### src/hw/softmax_pkg.sv
// shared constants of the softmax exponent pipeline, imported by every rtl block
`default_nettype none

package softmax_pkg;

	// bfloat16 word: sign, 8-bit exponent, 7-bit stored mantissa
	localparam int FP_W     = 16;
	localparam int EXP_W    = 8;
	localparam int MAN_W    = 7;
	localparam int EXP_BIAS = 127;

	// field positions inside a word
	localparam int SIGN_POS = FP_W - 1;
	localparam int EXP_POS  = MAN_W;     // lsb of the exponent field

	// vector geometry
	localparam int VEC_LEN = 8;
	localparam int IDX_W   = $clog2(VEC_LEN);

	// exponent table, index is sign bit plus 8-bit magnitude
	localparam int LUT_ADDR_W = 9;
	localparam int LUT_DEPTH  = 512;

	localparam int SHIFT_W = 8;    // cfg_shift width

endpackage

`default_nettype wire

### src/hw/elem_if.sv
// link from the max stage to the subtract stage, one buffered element per cycle
`default_nettype none

interface elem_if;
	import softmax_pkg::*;

	logic [FP_W-1:0] elem;   // replayed element
	logic [FP_W-1:0] vmax;   // max of the vector being replayed
	logic            valid;
	logic            last;   // final element of the vector

	modport src (
		output elem,
		output vmax,
		output valid,
		output last
	);

	modport dst (
		input elem,
		input vmax,
		input valid,
		input last
	);

endinterface

`default_nettype wire

### src/hw/fp_add.sv
// combinational bfloat16 adder, no denormals, truncating; used for subtract and accumulate
`default_nettype none

module fp_add (
	input  wire  [softmax_pkg::FP_W-1:0] a,
	input  wire  [softmax_pkg::FP_W-1:0] b,
	output logic [softmax_pkg::FP_W-1:0] y
);
	import softmax_pkg::*;

	logic             a_big;      // |a| >= |b|
	logic [FP_W-1:0]  big;
	logic [FP_W-1:0]  sml;
	logic             sub;        // signs differ
	logic [EXP_W-1:0] e_big;
	logic [EXP_W-1:0] e_sml;
	logic [EXP_W-1:0] e_diff;
	logic [MAN_W:0]   m_big;      // hidden one restored
	logic [MAN_W:0]   m_sml;
	logic [MAN_W:0]   m_align;    // small mantissa shifted to e_big
	logic [MAN_W+1:0] m_sum;      // carry on top
	logic [EXP_W-1:0] lz;
	logic [MAN_W:0]   m_norm;

	// leading zeros of a mantissa with hidden bit
	function automatic logic [EXP_W-1:0] lead_zeros(input logic [MAN_W:0] v);
		logic [EXP_W-1:0] n;
		logic             seen;
		n = '0;
		seen = 1'b0;
		for (int i = MAN_W; i >= 0; i--) begin
			if (v[i])
				seen = 1'b1;
			else if (!seen)
				n = n + 1'b1;
		end
		return n;
	endfunction

	//////////////////////////////////////////
	// order by magnitude and align
	//////////////////////////////////////////

	// exponent:mantissa compares as a magnitude
	assign a_big = a[FP_W-2:0] >= b[FP_W-2:0];
	assign big   = a_big ? a : b;
	assign sml   = a_big ? b : a;
	assign sub   = big[SIGN_POS] ^ sml[SIGN_POS];

	assign e_big   = big[EXP_POS +: EXP_W];
	assign e_sml   = sml[EXP_POS +: EXP_W];
	assign m_big   = {1'b1, big[MAN_W-1:0]};
	assign m_sml   = {1'b1, sml[MAN_W-1:0]};
	assign e_diff  = e_big - e_sml;
	assign m_align = m_sml >> e_diff;    // bits shifted out are dropped

	// magnitudes ordered, so the subtract never goes negative
	assign m_sum  = sub ? {1'b0, m_big} - {1'b0, m_align} : {1'b0, m_big} + {1'b0, m_align};
	assign lz     = lead_zeros(m_sum[MAN_W:0]);
	assign m_norm = m_sum[MAN_W:0] << lz;

	//////////////////////////////////////////
	// normalize
	//////////////////////////////////////////

	always_comb begin
		if (e_big == '0) begin
			y = '0;                                  // both operands zero
		end else if (e_sml == '0 || e_diff > EXP_W'(MAN_W)) begin
			y = big;                                 // small one is lost anyway
		end else if (!sub) begin
			if (m_sum[MAN_W+1])
				y = {big[SIGN_POS], e_big + 1'b1, m_sum[MAN_W:1]};   // carry, shift right
			else
				y = {big[SIGN_POS], e_big, m_sum[MAN_W-1:0]};
		end else if (m_sum == '0) begin
			y = '0;                                  // exact cancellation
		end else if (lz >= e_big) begin
			y = '0;                                  // underflow, flush
		end else begin
			y = {big[SIGN_POS], e_big - lz, m_norm[MAN_W-1:0]};
		end
	end

endmodule

`default_nettype wire

### src/hw/shift_stage.sv
// subtracts the vector max from each element and turns the difference into a LUT index
`default_nettype none

module shift_stage (
	input  wire                                clk,
	input  wire                                rst,
	input  wire  [softmax_pkg::SHIFT_W-1:0]    cfg_shift,
	elem_if.dst                                in,
	output logic [softmax_pkg::LUT_ADDR_W-1:0] lut_idx,
	output logic                               idx_valid,
	output logic                               idx_last
);
	import softmax_pkg::*;

	logic [FP_W-1:0]           neg_max;
	logic [FP_W-1:0]           diff;
	logic [FP_W-1:0]           diff_q;
	logic                      diff_valid;
	logic                      diff_last;
	logic [EXP_W-1:0]          d_exp;
	logic [MAN_W:0]            d_man;     // hidden one restored
	logic signed [SHIFT_W+1:0] amt;       // right shift, may go negative
	logic [MAN_W+1:0]          shifted;   // integer part above the round bit
	logic [LUT_ADDR_W-2:0]     mag;
	logic [LUT_ADDR_W-1:0]     idx;

	//////////////////////////////////////////
	// step 1: elem - vmax
	//////////////////////////////////////////

	assign neg_max = {~in.vmax[SIGN_POS], in.vmax[FP_W-2:0]};

	fp_add u_sub (
		.a (in.elem),
		.b (neg_max),
		.y (diff)
	);

	always_ff @(posedge clk or posedge rst) begin
		if (rst) begin
			diff_valid <= 1'b0;
			diff_last <= 1'b0;
		end else begin
			diff_valid <= in.valid;
			diff_last <= in.valid && in.last;
		end
	end

	always_ff @(posedge clk) begin
		if (in.valid)
			diff_q <= diff;
	end

	//////////////////////////////////////////
	// step 2: float to table index
	//////////////////////////////////////////

	assign d_exp = diff_q[EXP_POS +: EXP_W];
	assign d_man = {1'b1, diff_q[MAN_W-1:0]};
	assign amt   = (SHIFT_W+2)'(cfg_shift) + (SHIFT_W+2)'(EXP_BIAS) - (SHIFT_W+2)'(d_exp);

	always_comb begin
		shifted = '0;
		mag = '0;
		if (d_exp != '0) begin
			if (amt < 0) begin
				mag = '1;                   // past the top of the table, clamp
			end else if (amt <= MAN_W) begin
				shifted = {d_man, 1'b0} >> amt;
				mag = shifted[MAN_W+1:1] + shifted[0];   // round on last bit out
			end
		end
	end

	assign idx = (d_exp == '0) ? '0 : {diff_q[SIGN_POS], mag};   // zero diff is index 0

	always_ff @(posedge clk or posedge rst) begin
		if (rst) begin
			idx_valid <= 1'b0;
			idx_last <= 1'b0;
		end else begin
			idx_valid <= diff_valid;
			idx_last <= diff_valid && diff_last;
		end
	end

	always_ff @(posedge clk) begin
		if (diff_valid)
			lut_idx <= idx;
	end

endmodule

`default_nettype wire

### src/flat_wrapper.sv
// flat-port wrapper written by rule: the top's interface ports become plain ports
module shift_stage_flat import softmax_pkg::*;
  (clk, rst, cfg_shift, lut_idx, idx_valid, idx_last, in_elem, in_vmax, in_valid, in_last);
  elem_if in_i ();
  input  wire clk;
  input  wire rst;
  input  wire  [softmax_pkg::SHIFT_W-1:0] cfg_shift;
  output logic [softmax_pkg::LUT_ADDR_W-1:0] lut_idx;
  output logic idx_valid;
  output logic idx_last;
  input wire logic [$bits(in_i.elem)-1:0] in_elem;
  input wire logic [$bits(in_i.vmax)-1:0] in_vmax;
  input wire logic [$bits(in_i.valid)-1:0] in_valid;
  input wire logic [$bits(in_i.last)-1:0] in_last;
  assign in_i.elem = in_elem;
  assign in_i.vmax = in_vmax;
  assign in_i.valid = in_valid;
  assign in_i.last = in_last;
  shift_stage u_core (.clk(clk), .rst(rst), .cfg_shift(cfg_shift), .in(in_i), .lut_idx(lut_idx), .idx_valid(idx_valid), .idx_last(idx_last));
endmodule
### config.mk
export PLATFORM = sky130hd
export DESIGN_NAME = shift_stage_flat
export DESIGN_NICKNAME = d
export VERILOG_FILES = /design/src/hw/softmax_pkg.sv /design/src/hw/elem_if.sv /design/src/hw/fp_add.sv /design/src/hw/shift_stage.sv /design/src/flat_wrapper.sv
export SDC_FILE = /design/constraint.sdc
export NUM_CORES = 1
export LEC_CHECK = 0
export BUFFER_PORTS_ARGS = -buffer_cell sky130_fd_sc_hd__buf_2
export CAP_MARGIN = 25
export CORE_UTILIZATION = 62
export CTS_BUF_LIST = sky130_fd_sc_hd__clkbuf_16
export CTS_CLUSTER_DIAMETER = 120
export DETAILED_ROUTE_END_ITERATION = 8
export GPL_TIMING_DRIVEN = 1
export HOLD_SLACK_MARGIN = 0.02
export PLACE_DENSITY = 0.83
export SYNTH_ARGS = -nofsm -noshare
export SYNTH_HDL_FRONTEND = slang
export SYNTH_SLANG_ARGS = --single-unit
### constraint.sdc
create_clock -name clk -period 4.55 [get_ports clk]
set_input_delay 0 -clock clk [delete_from_list [all_inputs] [get_ports clk]]
set_output_delay 0 -clock clk [all_outputs]
set_load 0.03 [all_outputs]
==> results.ini, run 1 <==
[outcome]
status=stopped before the end
failed_stage=4_1_cts
error_message=[ERROR DPL-0038] Utilization greater than 100%, impossible to legalize

[synthesis]
synth_edf_count=25
synth.avg_cell_area_sq_um=7.53
yosys.area.top_type_share_pct=12.7
ys_types=96
ys_seq_area_share_pct=14.4
yosys.area.top_type=edfxtp_1
synth_most_common_cell=nor2_1
synth_common_cells=76 x nor2_1, 67 x a21oi_1, 65 x inv_1, 54 x ha_1, 53 x nand2_1
ys.warnings.count=0
syn_area_sq_um=5930
async_flop_share_pct=13.8
synth_cells=787
synth_top_flop_cell=edfxtp_1
synth-seq-cells=29
synthTopCellsByArea=edfxtp_1 13%, ha_1 11%, a21oi_1 5.7%

[floorplanning]
ios=55
rows=35
initial_core_util_pct=64.1
die_w_um=99.8
die_h_um=99.8

[placed_design]
dpl.hpwl_um=19000
pre_cts_ws_ns=-6.43
gp_congestion=1.03
port_buffers=54
post-place-cells=1184

[cts]
root_buffer=clkbuf_16
postCtsHoldBufs=2
cts_resized=99
cts_buffers=5
post_cts_buffers=110
clk_path_buf_depth=2
cts_sinks=29
htreeDepth=2

==> logic make-up after synthesis <==
| logic type | Yosys count | synth area share [%] |
|---|---|---|
| simple gates | 284 | 25.5 |
| compound gates | 249 | 28.9 |
| buf+inv | 98 | 6.63 |
| fa+ha+maj | 57 | 12.4 |
| mux | 35 | 7.12 |
| xor+xnor | 34 | 5.03 |
| flops | 29 | 14.4 |
| other cells | 1 | 0.0633 |
==> per-stage QoR <==
stage          util [%]  setup TNS [ns]  area [sq um]  hold slack [ns]
3_3_place_gp       89.8          -86.24          8300           -0.126
3_5_place_dp       89.8          -98.82          8300          -0.0906
2_1_floorplan         -          -99.91          6180           -0.234
==> run 2, diff against run 1 <==
--- a/config.mk
+++ b/config.mk
@@ -7,13 +7,10 @@
 export LEC_CHECK = 0
 export BUFFER_PORTS_ARGS = -buffer_cell sky130_fd_sc_hd__buf_2
 export CAP_MARGIN = 25
-export CORE_UTILIZATION = 62
-export CTS_BUF_LIST = sky130_fd_sc_hd__clkbuf_16
-export CTS_CLUSTER_DIAMETER = 120
+export CORE_UTILIZATION = 40
 export DETAILED_ROUTE_END_ITERATION = 8
 export GPL_TIMING_DRIVEN = 1
-export HOLD_SLACK_MARGIN = 0.02
-export PLACE_DENSITY = 0.83
+export PLACE_DENSITY_LB_ADDON = 0.15
 export SYNTH_ARGS = -nofsm -noshare
 export SYNTH_HDL_FRONTEND = slang
 export SYNTH_SLANG_ARGS = --single-unit
==> run 2 against run 1 <==
Against the previous run:
- the flow now finishes, with violations (setup timing)
- synthesized area unchanged
- synthesized cell count unchanged
==> results.ini, run 2 <==
[outcome]
status=finished, violations left
violations=setup timing

[cts]
cts_buffers=5  ; unchanged
clk_path_buf_depth=2  ; unchanged
root_buffer=clkbuf_16
insertion_delay_ns=0.27
tritoncts=built
htreeDepth=2  ; unchanged
cts_sinks=29  ; unchanged
path_clk_slew_ns=0.05

[synthesis]
yosys.area.top_type=edfxtp_1
syn_area_sq_um=5930  ; unchanged
synthTopCellsByArea=edfxtp_1 13%, ha_1 11%, a21oi_1 5.7%
yosys.area.top_type_share_pct=12.7  ; unchanged
ys_seq_area_share_pct=14.4  ; unchanged
synth_top_flop_cell=edfxtp_1
synth-seq-cells=29  ; unchanged
ys.warnings.count=0  ; unchanged
synth_cells=787  ; unchanged
synth_most_common_cell=nor2_1
synth_edf_count=25  ; unchanged
ys_types=96  ; unchanged
synth_common_cells=76 x nor2_1, 67 x a21oi_1, 65 x inv_1, 54 x ha_1, 53 x nand2_1
async_flop_share_pct=13.8  ; unchanged
synth.avg_cell_area_sq_um=7.53  ; unchanged

[critical_path]
cp-end-kind=flop
critPathRequiredTime_ns=4.57
critPathTopFamily=simple AND/OR/NAND/NOR gates
slowest_stage=or4_4
slowest_delay_ns=0.58
worst-setup-path-type=primary input to flop
cpMostUsedCell=a21oi_2
startpoint_type=primary input
crit_fanout=8
worstPathArrival_ns=10.52
path_buf_inv=9

[timing]
finClkSkew_ns=0.00626
max_freq_ghz=0.0953
slew_violations=0
rsz0062_at_grt=true
fin_crit_ns=10.49
hold_slack_ns=0.0849
hold_violations=0
min_period_over_period_pct=231
fin_setup_tns_ns=-92.37
finalWorstSetupSlack_ns=-5.94
setup_viol=16
tightest_slew_ns=0.884
slew_headroom_pct=40.4

[floorplanning]
initial_core_util_pct=40.9  ; -23 points
die_h_um=124  ; +24%
die_w_um=124  ; +24%
core_sq_um=14500
ios=55  ; unchanged
dieArea_sq_um=15300
rows=44  ; +26%

[placed_design]
dpl.hpwl_um=17100  ; -10%
gp_congestion=0.973  ; -5.8%
port_buffers=54  ; unchanged
placed_area_sq_um=8410  ; +1.3%

[global_route]
grt.busiest_layer=met2
antenna_found_initial=0
use_met3_pct=2.38
track_usage_pct=31.1
grt_max_degree=27
grt-ovfl-total=0
grt_util_met2_pct=54.3
grt_first_pass_wirelength_um=37600
use_met1_pct=39.9
grt_pass1_vias=7642

[detailed_routing]
drt_iter0_markers=626
drc=0
wl_per_cell_um=17.7
vias=7801
wirelength_um=23900
firstDrtPassIters=7
postRouteAntennaNets=0
viasPerCell=5.78

[layout]
reg.largest.list=u_core.diff_q (16), u_core.lut_idx (9)
utilization_pct=68.1
most-common-layout-cells=343 x buf_4, 71 x nor2_1, 54 x a21oi_1
layout_commonest_cell=buf_4
largest_reg_flops=16
syn_to_final_growth_pct=66.4
design_area_sq_um=9860
diodes=0
largest-register=u_core.diff_q
layout-drive-gt1-share_pct=47.7
fillers=1170
nets=1266

[min_path]
hp-class=primary input to flop

[run]
cap_viol_max_count=0

[power]
power.leakage_nw=4.48
p_per_area_nw_per_um2=362
ir_drop_mv=0.281
finalPower_mw=3.57

run 2: cell counts after synthesis:
No cell type changed its count.
run 2: what timing repair did:
item | CTS | global route
hold buffers | 2 | 0
hold endpoints to repair | 5 | 0
pin swaps | 54 | 59
buffers inserted | 77 | 25
gates resized for setup | 70 | 44
setup endpoints to repair | 16 | 18
run 2: kinds of logic (layout without fill, tap and decap cells):
| kind of cell | Yosys count | in the layout | synth area share (%) |
|---|---|---|---|
| buffers and inverters | 98 | 476 | 6.63 |
| AND/OR/NAND/NOR | 284 | 284 | 25.5 |
| AO/OA/AOI/OAI | 249 | 249 | 28.9 |
| multiplexers | 35 | 35 | 7.12 |
| other | 1 | 2 | 0.0633 |
| flip-flops | 29 | 29 | 14.4 |
| adder cells (fa/ha/maj) | 57 | 57 | 12.4 |
| XOR/XNOR | 34 | 34 | 5.03 |
run 2: per-layer routing:
layer  up-vias  share of wire (%)
li1       3719                  -
met2       278                 49
met1      3739                 43
met4         0                3.1
met5         -                  0
met3        65                5.6
run 2: layout make-up:
type	count	area (sq um)	share of cell area (%)
Multi-Input combinational cell	661	5360	54.3
Timing Repair Buffer	403	3020	30.6
Sequential cell	29	851	8.63
Inverter	65	259	2.63
Tap cell	184	230	2.34
Clock buffer	5	125	1.27
Clock inverter	3	17.5	0.178
run 2: metrics by stage:
step / std cells / worst slack [ns]
after floorplan: 788 / -6.60
after global placement: 1246 / -5.79
after detailed placement: 1246 / -6.22
after CTS: 1333 / -5.56
after global routing: 1350 / -6.36
final: 1350 / -5.94
run 2: power breakdown:
group / switching (mW) / internal [mW]
Combinational: 1.43 / 1.48
Clock: 0.114 / 0.200
Sequential: 0.0126 / 0.328
Total: 1.56 / 2.01
run 2: path summary, 6_finish.rpt:
| check | slack [ns] | endpoint | startpoint | depth (start not counted) |
|---|---|---|---|---|
| max reg2reg | 0.41 | u_core.lut_idx[7] | u_core.diff_q[8] | 21 |
| min reg2reg | 0.46 | u_core.idx_last | u_core.diff_last | 1 |
| max in group asynchronous | 4.25 | u_core.diff_last | rst | 3 |
| max | -5.94 | u_core.diff_q[0] | in_vmax[6] | 58 |
| min in group asynchronous | 0.15 | u_core.idx_last | rst | 3 |
| min | 0.08 | u_core.diff_valid | in_valid | 1 |
run 2: worst reg2reg max path, delay by kind of cell (launching register included):
family	cells	cell delay [ns]
and+or+nand+nor	8	1.39
AOI/OAI and AO/OA	6	1.06
adders and majority gates	4	0.86
DFF	1	0.37
buffers and inverters	3	0.22
Note: power is estimated with default switching activity, not from simulation.
==> run 3, diff against run 2 <==
--- a/config.mk
+++ b/config.mk
@@ -6,11 +6,12 @@
 export NUM_CORES = 1
 export LEC_CHECK = 0
 export BUFFER_PORTS_ARGS = -buffer_cell sky130_fd_sc_hd__buf_2
-export CAP_MARGIN = 25
+export CAP_MARGIN = 10
 export CORE_UTILIZATION = 40
 export DETAILED_ROUTE_END_ITERATION = 8
 export GPL_TIMING_DRIVEN = 1
 export PLACE_DENSITY_LB_ADDON = 0.15
+export RECOVER_POWER = 100
 export SYNTH_ARGS = -nofsm -noshare
 export SYNTH_HDL_FRONTEND = slang
 export SYNTH_SLANG_ARGS = --single-unit
==> run 3 against run 2 <==
Against the previous run:
- the run still ends with setup timing left
- combinational power about the same
- largest power group unchanged
- highest routed layer unchanged
- clock skew about the same
- die area unchanged
- sequential share of layout area about the same
==> results.ini, run 3 (synthesized netlist as in run 2, its figures left out) <==
[power]
finalPower_mw=3.56  ; -0.26%
p_per_area_nw_per_um2=363  ; about the same
power.leakage_nw=4.43  ; -1.2%
ir_drop_mv=0.282  ; +0.19%

[global_route]
grt_pass1_vias=7642  ; unchanged
track_usage_pct=31.1  ; unchanged
grt_first_pass_wirelength_um=37600  ; unchanged
antenna_found_initial=0  ; unchanged
grt_max_degree=27  ; unchanged
grt-ovfl-total=0  ; unchanged

[critical_path]
startpoint_type=primary input
r2r_end=u_core.lut_idx[7]
r2r_start=u_core.diff_q[8]
slowest_stage=or4_4
r2r_cells=21  ; unchanged
crit_fanout=8  ; unchanged
crit_start=in_vmax[6]
cpMostUsedCell=a21oi_2
ff2ff_setup_slack_ns=0.18  ; -0.23 ns
slowest_delay_ns=0.58  ; about the same
path_buf_inv=9  ; unchanged
cp-end-kind=flop
worstPathArrival_ns=10.52  ; about the same
critPathTopFamily=simple AND/OR/NAND/NOR gates
worst-setup-path-type=primary input to flop
critPathRequiredTime_ns=4.57  ; about the same

[layout]
diodes=0  ; unchanged
reg.largest.list=u_core.diff_q (16), u_core.lut_idx (9)
syn_to_final_growth_pct=65.9
largest-register=u_core.diff_q
layout-drive-gt1-share_pct=46.6  ; -1.1 points
most-common-layout-cells=343 x buf_4, 71 x nor2_1, 54 x a21oi_1
utilization_pct=67.9  ; -0.21 points
multi_input_area_sq_um=5340  ; -0.28%
fillers=1178  ; +0.68%
register_area_sq_um=851  ; unchanged
layout_commonest_cell=buf_4
largest_reg_flops=16  ; unchanged
nets=1266  ; unchanged

[timing]
fin_crit_ns=10.49  ; -0.00115 ns
finalWorstSetupSlack_ns=-5.94  ; +0.00115 ns
tightest_slew_ns=1.03  ; +0.149 ns
max_freq_ghz=0.0953  ; about the same
slew_headroom_pct=31.1  ; -9.3 points
min_period_over_period_pct=231  ; about the same
rsz0062_at_grt=true
finClkSkew_ns=0.00648  ; +0.000217 ns
slew_violations=0  ; unchanged
hold_slack_ns=0.152  ; +0.0672 ns
setup_viol=16  ; unchanged
hold_violations=0  ; unchanged

[floorplanning]
dieArea_sq_um=15300  ; unchanged
rows=44  ; unchanged
die_h_um=124  ; unchanged
initial_core_util_pct=40.9  ; unchanged
die_w_um=124  ; unchanged
ios=55  ; unchanged
core_sq_um=14500  ; unchanged

[detailed_routing]
wirelength_um=23800  ; -0.45%
viasPerCell=5.74  ; -0.71%
vias=7746  ; -0.71%
drc=0  ; unchanged
drt_iter0_markers=693  ; +11%
firstDrtPassIters=6  ; -1
postRouteAntennaNets=0  ; unchanged
wl_per_cell_um=17.6  ; -0.45%

[cts]
clk_path_buf_depth=2  ; unchanged
path_clk_slew_ns=0.05  ; about the same
cts_sinks=29  ; unchanged
root_buffer=clkbuf_16
htreeDepth=2  ; unchanged
insertion_delay_ns=0.27  ; about the same
tritoncts=built
cts_buffers=5  ; unchanged

[placed_design]
dpl.hpwl_um=17100  ; unchanged
gp_congestion=0.973  ; unchanged
port_buffers=54  ; unchanged

[min_path]
hp-class=primary input to async pin

[outcome]
violations=setup timing
status=finished, violations left

[run]
cap_viol_max_count=0  ; unchanged

==> run 3: tightest hold or removal path: stages <==
cell and delay (ns):
dlygate4sd3_1 0.53, buf_2 0.12, inv_1 0.12
==> run 3: final cells by class <==
cell class / count / area share (%)
multi-input cells: 661 / 54.4
repair buffers: 403 / 30.6
flip-flops and latches: 29 / 8.66
inverters: 65 / 2.64
well taps: 184 / 2.34
clock buffers: 5 / 1.27
clock inverters: 3 / 0.178
==> run 3: stage by stage <==
| step | setup TNS (ns) | worst slack [ns] | cell area (sq um) | cells |
|---|---|---|---|---|
| 2_1_floorplan | -99.91 | -6.60 | 6180 | 788 |
| 3_3_place_gp | -89.18 | -5.79 | 8410 | 1246 |
| 3_5_place_dp | -96.03 | -6.22 | 8410 | 1246 |
| 4_1_cts | -86.64 | -5.56 | 9530 | 1333 |
| 5_1_grt | -99.28 | -6.36 | 9830 | 1350 |
| 6_report | -92.45 | -5.94 | 9830 | 1350 |
==> run 3: routing by layer <==
layer / share of wire (%) / vias up / global-route usage (%)
met5: 0 / - / 0
met4: 3.1 / 0 / 11.0
met3: 5.6 / 57 / 2.38
met2: 49 / 291 / 54.3
met1: 43 / 3683 / 39.9
li1: - / 3715 / -
==> run 3: worst max path at each step <==
| stage | end | cells past startpoint |
|---|---|---|
| 2_1_floorplan | u_core.diff_q[0] | 67 |
| 3_3_place_gp | u_core.diff_q[0] | 57 |
| 3_5_place_dp | u_core.diff_q[0] | 63 |
| 4_1_cts | u_core.diff_q[0] | 63 |
| 5_1_grt | u_core.diff_q[0] | 63 |
| 6_report | u_core.diff_q[0] | 58 |
==> run 3: power breakdown <==
part           leakage (nW)  switching, mW  internal (mW)
combinational          4.05           1.43           1.48
clock                0.0696          0.115          0.200
sequential            0.309         0.0127          0.329
==> run 3: repair_timing <==
| action | 4_1_cts | 5_1_grt |
|---|---|---|
| setup endpoints to repair | 16 | 18 |
| pin swaps | 54 | 59 |
| setup buffers | 77 | 25 |
| resized for setup | 70 | 44 |
| cloned | 0 | 0 |
| hold endpoints to repair | 5 | 0 |
| hold buffers | 2 | 0 |
==> run 4, diff against run 3 <==
==> constraint.sdc (replaced) <==
create_clock -name clk -period 9 [get_ports clk]
set_input_delay 0 -clock clk [delete_from_list [all_inputs] [get_ports clk]]
set_output_delay 0 -clock clk [all_outputs]
set_load 0.03 [all_outputs]
==> run 4 against run 3 <==
Against the previous run:
- the flow still finishes with violations (setup timing)
- global-route usage down 2.4 points
- sequential power down 50%
- die area unchanged
- combinational power down 53%
- critical path type unchanged
- largest power group unchanged
==> results.ini, run 4 (synthesized netlist as in run 2, its figures left out) <==
[power]
p_sw_share_pct=44.3  ; +0.71 points
internal_power_mw=0.968  ; -52%
comb_power_share_pct=79.2  ; -2.4 points
ir_drop_mv=0.130  ; -54%
power.leakage_nw=4.11  ; -7.2%
p_per_area_nw_per_um2=184  ; -49%
p_sw_mw=0.770  ; -50%
seqPwrFrac_pct=9.9  ; +0.3 points
power.share.clock_pct=10.9  ; +2.1 points

[critical_path]
ff2ff_setup_slack_ns=4.66  ; +4.48 ns
slowest_stage=or4_4
critPathCapture=u_core.diff_q[0]
worstPathArrival_ns=10.45  ; -0.07 ns
crit_fanout=5  ; -3
r2r_cells=21  ; unchanged
critPathRequiredTime_ns=9.02  ; +4.45 ns
r2r_end=u_core.lut_idx[7]
cpMostUsedCell=ha_4
cp-end-kind=flop
crit_start=in_vmax[10]
r2r_start=u_core.diff_q[8]
startpoint_type=primary input
worst-setup-path-type=primary input to flop
slowest_delay_ns=0.57  ; about the same

[floorplanning]
initial_core_util_pct=40.9  ; unchanged
die_w_um=124  ; unchanged
core_sq_um=14500  ; unchanged
rows=44  ; unchanged
ios=55  ; unchanged
dieArea_sq_um=15300  ; unchanged
die_h_um=124  ; unchanged

[layout]
largest-register=u_core.diff_q
diodes=0  ; unchanged
fillers=1208  ; +2.5%
most-common-layout-cells=257 x buf_4, 70 x nor2_1, 53 x a21oi_1
layout_commonest_cell=buf_4
largest_reg_flops=16  ; unchanged
layout-drive-gt1-share_pct=44.3  ; -2.3 points
reg.largest.list=u_core.diff_q (16), u_core.lut_idx (9)
syn_to_final_growth_pct=59.4
nets=1190  ; -6.0%

[global_route]
antenna_found_initial=0  ; unchanged
grt-ovfl-total=0  ; unchanged
grt_max_degree=27  ; unchanged
track_usage_pct=28.7  ; -2.4 points
grt_first_pass_wirelength_um=34800  ; -7.4%
grt_pass1_vias=7179  ; -6.1%

[timing]
rsz0062_at_grt=true
finClkSkew_ns=0.00616  ; -0.000314 ns
slew_headroom_pct=31.4  ; +0.31 points
tightest_slew_ns=1.03  ; -0.00459 ns
hold_violations=0  ; unchanged
slew_violations=0  ; unchanged
max_freq_ghz=0.0959
fin_crit_ns=10.43
setup_viol=16  ; unchanged
hold_slack_ns=0.149  ; -0.00296 ns
fin_setup_tns_ns=-20.38  ; +72.07 ns
min_period_over_period_pct=116
finalWorstSetupSlack_ns=-1.43  ; +4.51 ns

[detailed_routing]
drt_iter0_markers=622  ; -10%
wirelength_um=22300  ; -6.0%
drc=0  ; unchanged
vias=7385  ; -4.7%
firstDrtPassIters=5  ; -1
viasPerCell=5.80  ; +1.0%
wl_per_cell_um=17.5  ; -0.42%
postRouteAntennaNets=0  ; unchanged

[cts]
htreeDepth=2  ; unchanged
insertion_delay_ns=0.27  ; about the same
root_buffer=clkbuf_16
path_clk_slew_ns=0.05  ; about the same
clk_path_buf_depth=2  ; unchanged
cts_buffers=5  ; unchanged
cts_sinks=29  ; unchanged
tritoncts=built

[outcome]
status=finished, violations left
violations=setup timing

[placed_design]
dpl.hpwl_um=16800  ; -1.6%
port_buffers=54  ; unchanged
pre_cts_ws_ns=-1.83  ; +4.39 ns
gp_congestion=0.947  ; -2.7%

[min_path]
hp-class=primary input to async pin

[run]
cap_viol_max_count=0  ; unchanged

## run 4: cell count changes in the layout (fill, tap and decap cells not counted), moves of 3 or more
cell	before	now
inv_4	2	5
nand3_1	26	22
buf_6	18	31
inv_1	50	47
o21ai_0	37	34
buf_2	26	22
o21ai_1	9	12
buf_4	343	257
nand3_2	1	5
## run 4: area by class of cell
type / instances / area (sq um) / share of cell area [%]
Clock inverter: 3 / 46.3 / 0.490
Inverter: 65 / 262 / 2.77
Multi-Input combinational cell: 661 / 5430 / 57.5
Timing Repair Buffer: 327 / 2500 / 26.5
Sequential cell: 29 / 851 / 9.01
Tap cell: 184 / 230 / 2.44
Clock buffer: 5 / 125 / 1.32
## run 4: worst min path at each step
stage                         from                end  slack (ns)  cells past startpoint
after CTS                 in_valid  u_core.diff_valid        0.08                      1
after global placement         rst   u_core.diff_last       -0.13                      2
after global routing           rst    u_core.idx_last        0.19                      3
after detailed placement       rst   u_core.idx_valid       -0.11                      2
final                          rst   u_core.idx_valid        0.15                      3
after floorplan                rst   u_core.diff_last       -0.23                      1
## run 4: power by group through the flow
stage	logic, mW	clock network (mW)	registers, mW
final	1.38	0.190	0.172
after global routing	1.49	0.197	0.174
after CTS	1.24	0.191	0.172
after detailed placement	1.09	0	0.175
after global placement	1.07	0	0.174
after floorplan	0.656	0	0.179
## run 4: layer usage
| layer | track usage, % | vias to the layer above | share of wire, % | wire length (um) |
|---|---|---|---|---|
| li1 | - | 3562 | - | - |
| met1 | 36.5 | 3522 | 43 | 9670 |
| met2 | 49.9 | 253 | 49 | 10900 |
| met3 | 4.08 | 48 | 5.2 | 1170 |
| met4 | 8.43 | 0 | 2.6 | 573 |
| met5 | 0 | - | 0 | 0 |
## run 4: worst max-delay path: cells and delay by family
kind / cells / cell delay (ns)
AOI/OAI and AO/OA: 22 / 3.21
buffers and inverters: 8 / 0.68
xor gates and xnor gates: 2 / 0.42
muxes: 4 / 0.78
and+or+nand+nor: 19 / 3.02
adders and majority gates: 9 / 2.33
## run 4: what timing repair did
| action | 4_1_cts | 5_1_grt |
|---|---|---|
| pin swaps | 59 | 59 |
| hold buffers | 2 | 0 |
| setup endpoints to repair | 16 | 16 |
| resized for setup | 101 | 51 |
| gates cloned | 0 | 0 |
| hold endpoints to repair | 5 | 0 |
| setup buffers | 42 | 27 |
## run 4: per-stage QoR
stage / instance area (sq um) / utilization (%) / power [mW] / cells
6_report: 9450 / 65.2 / 1.74 / 1274
5_1_grt: 9450 / 65.2 / 1.86 / 1274
4_1_cts: 9020 / 62.3 / 1.61 / 1250
3_5_place_dp: 8070 / 55.7 / 1.27 / 1200
3_3_place_gp: 8070 / 55.7 / 1.25 / 1200
2_1_floorplan: 6180 / - / 0.835 / 788
